**src/design/serdes_pkg.sv**
```systemverilog
package serdes_pkg;

	// datapath geometry
	localparam int word_width = 5; // bits per deserialized word
	localparam int phase_width = 3; // enough for a 0..4 bit phase

	// alignment thresholds
	localparam int lock_matches = 4; // consecutive pattern hits before lock
	localparam int slip_settle_words = 2; // words skipped after each bitslip
	localparam int slip_count_width = 8; // saturating slip counter

	// counter widths inside the aligner
	localparam int match_count_width = $clog2(lock_matches); // counts 0 .. lock_matches-1
	localparam int settle_count_width = $clog2(slip_settle_words + 1);

	// aligner FSM encoding
	localparam int state_width = 2;
	localparam logic [state_width-1:0] st_idle = 2'd0; // receiver disabled
	localparam logic [state_width-1:0] st_hunting = 2'd1; // comparing words with the pattern
	localparam logic [state_width-1:0] st_settling = 2'd2; // waiting out a bitslip
	localparam logic [state_width-1:0] st_locked = 2'd3; // boundary found

endpackage

```
**src/design/apb_map_pkg.sv**
```systemverilog
package apb_map_pkg;

	// bus geometry
	localparam int apb_addr_width = 4;
	localparam int apb_data_width = 32;

	// register offsets
	localparam logic [apb_addr_width-1:0] reg_ctrl = 4'h0; // read/write
	localparam logic [apb_addr_width-1:0] reg_status = 4'h4; // read only
	localparam logic [apb_addr_width-1:0] reg_data = 4'h8; // read only, last valid word
	localparam logic [apb_addr_width-1:0] reg_count = 4'hC; // read only, words since lock

	// reg_ctrl fields
	localparam int ctrl_enable_bit = 0; // receiver enable
	localparam int ctrl_pattern_lsb = 8; // training pattern in bits 12:8

	// reg_status fields
	localparam int status_locked_bit = 0;
	localparam int status_slips_lsb = 8; // slip count in bits 15:8

	// reg_count is a plain wrapping counter
	localparam int count_width = 16;

endpackage

```
**src/design/bit_deserializer.sv**
```systemverilog
`timescale 1ns/100ps

module bit_deserializer import serdes_pkg::*; (
	input bit_clock,
	input rst_n,
	input input_bit, // serial line, msb of each word first
	input bitslip, // one-cycle pulse from the aligner
	output logic [word_width-1:0] word,
	output logic word_valid
);
	// the oldest bit in the shifter becomes the msb of the word
	logic [word_width-1:0] shift;
	logic [phase_width-1:0] phase; // bit position inside the current word
	logic wrap; // last bit of the word is in the shifter

	// a bitslip freezes the phase, so a wrap cannot happen in that cycle
	assign wrap = (phase == phase_width'(word_width - 1)) && !bitslip;

	// free running serial shifter
	always_ff @(posedge bit_clock) begin
		shift <= {shift[word_width-2:0], input_bit}; // sample every rising edge
	end

	// phase counter 0..4
	always_ff @(posedge bit_clock) begin
		if (!rst_n) begin
			phase <= '0;
		end else if (bitslip) begin
			phase <= phase; // hold one bit time, boundary moves one bit later
		end else if (wrap) begin
			phase <= '0;
		end else begin
			phase <= phase + 1'b1;
		end
	end

	// word strobe, one cycle wide
	always_ff @(posedge bit_clock) begin
		if (!rst_n) begin
			word_valid <= 1'b0;
		end else begin
			word_valid <= wrap; // every 5 cycles, 6 after a slip
		end
	end

	// parallel word register
	always_ff @(posedge bit_clock) begin
		if (wrap) begin
			word <= shift; // the 5 bits sampled before this edge
		end
	end

endmodule

```
**src/design/word_aligner.sv**
```systemverilog
`timescale 1ns/100ps

module word_aligner import serdes_pkg::*; (
	input bit_clock,
	input rst_n,
	input enable, // from reg_ctrl
	input [word_width-1:0] pattern, // training word to look for
	input [word_width-1:0] word,
	input word_valid,
	output logic bitslip, // one-cycle request to the deserializer
	output logic locked,
	output logic [slip_count_width-1:0] slip_count
);
	logic [state_width-1:0] state;
	logic [match_count_width-1:0] match_count; // consecutive hits so far
	logic [settle_count_width-1:0] settle_count; // words left to skip
	logic match;
	logic slips_full; // counter at its ceiling

	assign match = (word == pattern); // checked in the word_valid cycle
	assign slips_full = (slip_count == {slip_count_width{1'b1}});
	assign locked = (state == st_locked); // state is registered

	always_ff @(posedge bit_clock) begin
		if (!rst_n || !enable) begin
			// dropping enable behaves like reset for the aligner
			state <= st_idle;
			bitslip <= 1'b0;
			slip_count <= '0;
			match_count <= '0;
			settle_count <= '0;
		end else begin
			bitslip <= 1'b0; // pulse only
			case (state)
				st_idle: begin
					state <= st_hunting; // enable just rose
					match_count <= '0;
				end

				st_hunting: begin
					if (word_valid) begin
						if (match) begin
							if (match_count == match_count_width'(lock_matches - 1)) begin
								state <= st_locked; // locked shows up next cycle
							end else begin
								match_count <= match_count + 1'b1;
							end
						end else begin
							// wrong boundary, move it one bit later
							match_count <= '0;
							bitslip <= 1'b1;
							settle_count <= settle_count_width'(slip_settle_words);
							state <= st_settling;
							if (!slips_full) begin
								slip_count <= slip_count + 1'b1; // saturates at all ones
							end
						end
					end
				end

				st_settling: begin
					// the first words after a slip are not trusted
					if (word_valid) begin
						settle_count <= settle_count - 1'b1;
						if (settle_count == settle_count_width'(1)) begin
							state <= st_hunting;
						end
					end
				end

				st_locked: begin
					state <= st_locked; // held until enable falls
				end

				default: begin
					state <= st_idle;
				end
			endcase
		end
	end

endmodule

```
**src/design/deser_apb_regs.sv**
```systemverilog
`timescale 1ns/100ps

module deser_apb_regs import serdes_pkg::*, apb_map_pkg::*; (
	input bit_clock,
	input rst_n,
	// APB slave, no wait states
	input psel,
	input penable,
	input pwrite,
	input [apb_addr_width-1:0] paddr,
	input [apb_data_width-1:0] pwdata,
	output logic [apb_data_width-1:0] prdata,
	output logic pready,
	output logic pslverr,
	// datapath side
	input [word_width-1:0] word,
	input word_valid,
	input locked,
	input [slip_count_width-1:0] slip_count,
	output logic enable,
	output logic [word_width-1:0] pattern
);
	logic setup; // first cycle of a transfer
	logic access; // second cycle, write commits at its end
	logic wr_ctrl;
	logic mapped;
	logic read_only;
	logic err;
	logic [apb_data_width-1:0] rd_mux;
	logic [word_width-1:0] last_word;
	logic [count_width-1:0] word_count;

	assign setup = psel && !penable;
	assign access = psel && penable;
	assign pready = psel; // always ready

	// address decode and read mux
	always_comb begin
		mapped = 1'b1;
		read_only = 1'b1;
		rd_mux = '0;
		case (paddr)
			reg_ctrl: begin
				read_only = 1'b0;
				rd_mux[ctrl_enable_bit] = enable;
				rd_mux[ctrl_pattern_lsb +: word_width] = pattern;
			end
			reg_status: begin
				rd_mux[status_locked_bit] = locked;
				rd_mux[status_slips_lsb +: slip_count_width] = slip_count;
			end
			reg_data: begin
				rd_mux[word_width-1:0] = last_word;
			end
			reg_count: begin
				rd_mux[count_width-1:0] = word_count;
			end
			default: begin
				mapped = 1'b0; // unaligned or unknown offset
			end
		endcase
	end

	assign err = !mapped || (pwrite && read_only);
	// only a mapped write to reg_ctrl changes anything
	assign wr_ctrl = access && pwrite && (paddr == reg_ctrl);

	// response registered at the end of setup so it is valid in access
	always_ff @(posedge bit_clock) begin
		if (!rst_n) begin
			pslverr <= 1'b0;
		end else if (setup) begin
			pslverr <= err;
		end else if (!psel) begin
			pslverr <= 1'b0; // idle bus
		end
	end

	always_ff @(posedge bit_clock) begin
		if (setup) begin
			prdata <= rd_mux;
		end
	end

	// control register
	always_ff @(posedge bit_clock) begin
		if (!rst_n) begin
			enable <= 1'b0;
			pattern <= '0;
		end else if (wr_ctrl) begin
			enable <= pwdata[ctrl_enable_bit];
			pattern <= pwdata[ctrl_pattern_lsb +: word_width];
		end
	end

	// last word seen, one cycle after word_valid
	always_ff @(posedge bit_clock) begin
		if (!rst_n) begin
			last_word <= '0;
		end else if (word_valid) begin
			last_word <= word;
		end
	end

	// words since lock
	always_ff @(posedge bit_clock) begin
		if (!rst_n || !locked) begin
			word_count <= '0; // cleared whenever lock is down
		end else if (word_valid) begin
			word_count <= word_count + 1'b1; // wraps at 16 bits
		end
	end

endmodule

```
**src/design/deser_top.sv**
```systemverilog
`timescale 1ns/100ps

module deser_top import serdes_pkg::*, apb_map_pkg::*; (
	input bit_clock,
	input rst_n,
	input input_bit, // serial data in
	// APB slave
	input psel,
	input penable,
	input pwrite,
	input [apb_addr_width-1:0] paddr,
	input [apb_data_width-1:0] pwdata,
	output logic [apb_data_width-1:0] prdata,
	output logic pready,
	output logic pslverr,
	// recovered words
	output logic [word_width-1:0] word,
	output logic word_valid,
	output logic locked
);
	logic bitslip; // aligner back to deserializer
	logic enable;
	logic [word_width-1:0] pattern;
	logic [slip_count_width-1:0] slip_count;

	bit_deserializer i_deser (
		.bit_clock(bit_clock),
		.rst_n(rst_n),
		.input_bit(input_bit),
		.bitslip(bitslip),
		.word(word),
		.word_valid(word_valid)
	);

	word_aligner i_aligner (
		.bit_clock(bit_clock),
		.rst_n(rst_n),
		.enable(enable),
		.pattern(pattern),
		.word(word),
		.word_valid(word_valid),
		.bitslip(bitslip),
		.locked(locked),
		.slip_count(slip_count)
	);

	// control and status over APB
	deser_apb_regs i_regs (
		.bit_clock(bit_clock),
		.rst_n(rst_n),
		.psel(psel),
		.penable(penable),
		.pwrite(pwrite),
		.paddr(paddr),
		.pwdata(pwdata),
		.prdata(prdata),
		.pready(pready),
		.pslverr(pslverr),
		.word(word),
		.word_valid(word_valid),
		.locked(locked),
		.slip_count(slip_count),
		.enable(enable),
		.pattern(pattern)
	);

endmodule

```
**config.mk**
```make
export PLATFORM = sky130hd
export DESIGN_NAME = deser_top
export DESIGN_NICKNAME = d
export VERILOG_FILES = /design/src/design/serdes_pkg.sv /design/src/design/apb_map_pkg.sv /design/src/design/bit_deserializer.sv /design/src/design/word_aligner.sv /design/src/design/deser_apb_regs.sv /design/src/design/deser_top.sv
export SDC_FILE = /design/constraint.sdc
export NUM_CORES = 1
export LEC_CHECK = 0
export BUFFER_PORTS_ARGS = -buffer_cell sky130_fd_sc_hd__buf_2
export CORE_ASPECT_RATIO = 1.4
export CORE_MARGIN = 8
export CORE_UTILIZATION = 35
export CTS_CLUSTER_SIZE = 28
export DETAILED_ROUTE_END_ITERATION = 10
export GPL_TIMING_DRIVEN = 0
export MAX_ROUTING_LAYER = met4
export SETUP_SLACK_MARGIN = 0.3
export SKIP_CTS_REPAIR_TIMING = 1
export SLEW_MARGIN = 20
export SYNTH_ARGS = -nofsm -noshare
export SYNTH_HDL_FRONTEND = slang
export SYNTH_HIERARCHICAL = 1
export SYNTH_SLANG_ARGS = --single-unit
```
**constraint.sdc**
```tcl
create_clock -name bit_clock -period 2 [get_ports bit_clock]
set_input_delay 0.3 -clock bit_clock [delete_from_list [all_inputs] [get_ports bit_clock]]
set_output_delay 0.3 -clock bit_clock [all_outputs]
set_load 0.05 [all_outputs]
```
---- Yosys cells after proc, flatten, opt, wreduce, memory -nomap -nowiden ----
Index checks and enable logic that the tools add are counted.
Widths: inputs -> output; s select.
storage, ports and cells
  register bits after elaboration ......... 73
  input port bits ......................... 42
  logic and storage cells ................. 92
  output and inout bits ................... 41
operators by class
  add/subtract/negate cells ............... 5
  equal/unequal tests ..................... 18
  reduce and logical (&&, ||, !) cells .... 25
  muxes and demuxes ....................... 24
  bitwise gates (word level) .............. 4
operator list
  cell                   number
  $mux 2                 11
  $add 16x1->16 const B  1
  $pmux 5 s3             1
  $reduce_and 4->1       3
  $add 8x1->8 const B    1
  $eq 4x4->1 const B     2
  $eq 8x8->1 const B     1
  $pmux 2 s2             2
  $pmux 2 s4             1
  $pmux 4 s2             1
  $eq 2x2->1 const B     3
  $logic_and 1x1->1      6
  $logic_not 1->1        6
  $ne 2x2->1 const B     3
  $ne 3x3->1 const B     2
  $pmux 3 s2             1
  $eq 5x5->1             1
  $mux 1                 5
  $eq 2x1->1 const B     2
  $eq 4x3->1 const B     1
  $logic_not 4->1        1
  $ne 2x1->1 const B     2
  $not 1->1              4
  $pmux 1 s4             1
  11 further kinds       14

---- Logic depth before layout (Yosys ltp) ----
  depth in word-level cells ............... 6
  mapped depth ............................ 6
  depth with buffers taken out ............ 6

---- Modules after synthesis ----
The synthesis kept the hierarchy.
by module, submodules not included
  module            area an instance (um^2)  times used  cells an instance  sequential area each (um^2)
  deser_apb_regs    2132.0                   1           208                1041.0
  word_aligner      908.4                    1           104                300.3
  bit_deserializer  441.7                    1           30                 330.3

---- Worst setup path after synthesis ----
OpenSTA, ideal clock, no wires.
  path kind ............................... flip-flop to flip-flop
  start ................................... register i_deser.word_valid
  end ..................................... register i_regs.word_count[15]
  setup time .............................. 72 ps
  data required time ...................... 1928 ps
  setup slack ............................. 123 ps
  arrival ................................. 1805 ps
  clock period less this slack ............ 1877 ps
  stages on the path, launching flop included .. 6
  cells stage by stage .................... dfxtp_1 > and4_1 > buf_2 > nand4_1 > nor4_1 > mux2i_1
RTL lines
  element                 line                    RTL
  from (decl)             bit_deserializer.sv:9   output logic word_valid
  from (signal assigned)  bit_deserializer.sv:42  word_valid <= wrap;
  to (signal assigned)    deser_apb_regs.sv:110   word_count <= word_count + 1'b1;
  to (decl)               deser_apb_regs.sv:31    logic [count_width-1:0] word_count;

---- Final worst setup path ----
  start ................................... register i_aligner.state[1]
  end ..................................... output locked
between the ends
  longest elaborated chain between the ends .. 1
RTL lines
  element                 line                RTL
  from (decl)             word_aligner.sv:14  logic [state_width-1:0] state;
  from (signal assigned)  word_aligner.sv:27  state <= st_idle;
  from (signal assigned)  word_aligner.sv:36  state <= st_hunting;
  from (signal assigned)  word_aligner.sv:44  state <= st_locked;
  $eq 2x2->1              word_aligner.sv:22  assign locked = (state == st_locked);
  to (decl)               deser_top.sv:19     output logic locked
No other way between the ends.

==> impl_metrics.yaml <==
synthesis:
  synthTopCellsByArea: "dfxtp_1 30%, edfxtp_1 18%, mux2i_1 9.8%, buf_4 3.7%, nor2_1 3.7%"
  yosys.area.top_type: "dfxtp_1"
  yosysSeqAreaShare_pct: 48.0
  synth_area_mm2: 0.00348
  synth_ff_type: "dfxtp_1"
  synth.distinct_cells: 54
  async_reset_ff_share_pct: 0
  avgSynthCellArea_um2: 10.2
  yosysWarnings: 6
  syn_inst: 342
  synth-seq-cells: 73
  synth_edf_count: 21
  synth_top_area_share_pct: 29.9
flow_run:
  maxCapViolCount: 0
sta:
  rsz0062_at_grt: "yes"
  fin_crit_sh_pct: 81.4
  maxSlewViolCount: 0
  relSlewSlack_pct: 47.4
  setup_viol: 0
  hold_violations: 0
  worst_slew_pin_slew_ns: 0.785
  fin_setup_tns_ns: 0
  fin_skew_ns: 0.00559
  fmax_ghz: 0.614
  fin_crit_ns: 1.63
route:
  ant_nets: 0
  num_vias: 2575
  routed_via_density: 4.71
  finalWirelength_um: 7670
  drc: 0
  wire_per_inst_um: 14.0
  first_iter_violations: 97
  first_pass_iters: 4
critical_path:
  cp_slowest_cell: "dfxtp_1"
  path_cells: "buf_2 > and2_2 > clkbuf_4"
  cp_data_arrival_time_ns: 1.33
  cp.buffers_inverters: 2
  ff2ff_setup_slack_ns: 0.38
  regToRegEndpoint: "i_aligner/settle_count[1]"
  reg2regPathDepth: 5
  cpPeakStageDelay_ns: 0.31
  end_kind: "output pin"
  critPathTopFamily: "buffers and inverters"
  setup.worst_path.start: "i_aligner/state[1]"
  r2r-start: "i_deser/word[1]"
  critPathLaunchType: "flop"
  required_ns: 1.70
  path_max_fanout: 10
  crit_type: "flop to output pin"
min_path:
  whs_endpoint: "i_deser/shift[0]"
  hold_depth: 1
  hold_class: "input pin to flop"
  min_from: "input_bit"
floorplan:
  core_area_mm2: 0.00979
  die-area_mm2: 0.0134
  boundaryPins: 83
  rows: 43
  dieWidth_um: 100
  die_height_um: 134
  start_util_pct: 35.6
clock_network:
  htree_levels: 3
  root_buffer: "clkbuf_16"
  numCtsBuffers: 9
  clock_sinks: 73
  clk_pin_slew_ns: 0.06
  clk_latency_ns: 0.34
  cts_tree: "yes"
  clock_path_buffers: 2
finish:
  layout_commonest_cell: "dfxtp_1"
  final_area_mm2: 0.00421
  most-common-layout-cells: "50 x dfxtp_1, 43 x buf_2, 34 x mux2i_1, 34 x nor2_1, 26 x nand2_1"
  nFillCells: 975
  area_growth_pct: 21.0
  antennaDiodeCount: 0
  layout-drive-gt1-share_pct: 22.8
  nets: 455
outcome:
  status: "finished, final reports clean"
grt:
  grt_pass1_vias: 2574
  grt.total_usage_pct: 12.3
  grt_max_degree: 17
  antenna_found_initial: 0
  overflow: 0
  grt_pass1_wl_um: 12500
power:
  totalPowerFinal_mw: 3.39
  irDropWorstVdd_v: 0.000362
  p_leak_nw: 1.62
  power_density_mw_per_mm2: 805
place:
  portBuffers: 39
  place_hpwl_um: 5990
  gp_congestion: 0.902
  place_area_mm2: 0.00391
[through the flow]
stage	setup WS, ns	cells	utilization, %	hold WS, ns
after detailed placement	0.197	531	39.9	0.341
after floorplan	0.324	357	-	0.327
after CTS	0.289	547	42.9	0.0481
after global routing	0.274	547	43.0	0.0534
after global placement	0.103	531	39.9	0.334
final	0.372	547	43.0	0.0655
[metal layers]
metal  vias to the layer above  routed length [um]  global-route usage (%)  share of wire [%]
met5                         -                   0                       -                  0
li1                       1311                   -                       -                  -
met4                         0                 261                    7.76                3.4
met2                        53                3870                    20.9                 51
met1                      1191                3230                    12.3                 42
met3                        20                 300                    3.32                3.9
[cells in the mapped netlist (9+ instances only)]
master,count
xor2_1,12
nor2_1,34
edfxtp_1,21
buf_4,17
nand3_1,10
nand4_1,9
nand2_1,26
mux2i_1,34
nor2b_1,15
dfxtp_1,52
[registers in the layout, indices dropped and copies added, names as in the netlist]
| signal | cells |
|---|---|
| i_regs/enable | 1 |
| i_aligner/match_count | 2 |
| i_regs/last_word | 5 |
| i_deser/shift | 5 |
| i_deser/word | 5 |
| i_regs/prdata | 16 |
| i_aligner/settle_count | 2 |
| i_regs/pattern | 5 |
| i_regs/pslverr | 1 |
| i_regs/word_count | 16 |
| i_aligner/state | 2 |
| i_deser/word_valid | 1 |
| i_aligner/slip_count | 8 |
| i_deser/phase | 3 |
| i_aligner/bitslip | 1 |
[worst max path at each step]
stage | end | slack, ns | depth (start not counted)
2_1_floorplan | i_aligner/settle_count[1] | 0.32 | 5
3_3_place_gp | i_regs/prdata[15] | 0.10 | 2
3_5_place_dp | i_regs/pattern[3] | 0.20 | 6
4_1_cts | locked | 0.29 | 2
5_1_grt | i_regs/word_count[14] | 0.27 | 5
6_report | locked | 0.37 | 3
[kinds of logic (layout without fill, tap and decap cells)]
logic type | Yosys count | after routing | synth area share [%]
fa+ha+maj | 6 | 6 | 2.16
mux | 36 | 36 | 10.7
xor+xnor | 15 | 15 | 3.77
simple gates | 137 | 137 | 21.3
other cells | 1 | 16 | 0.108
flops | 73 | 73 | 48.0
compound gates | 37 | 37 | 7.47
buf+inv | 37 | 92 | 6.43
[layout make-up]
class | count | area (um2) | share of cell area, %
buffer | 31 | 203 | 4.81
multi-input combinational | 247 | 1650 | 39.2
clock buffer | 13 | 272 | 6.44
timing repair buffer | 39 | 198 | 4.69
tap | 135 | 169 | 4.01
sequential | 73 | 1680 | 39.8
clock inverter | 3 | 21.3 | 0.505
inverter | 6 | 22.5 | 0.534
[power by group]
part	switching [mW]	internal, mW	total, mW
clock	0.592	0.949	1.54
sequential	0.0168	1.55	1.57
combinational	0.203	0.0797	0.283
Note: power is estimated with default switching activity, not from simulation.
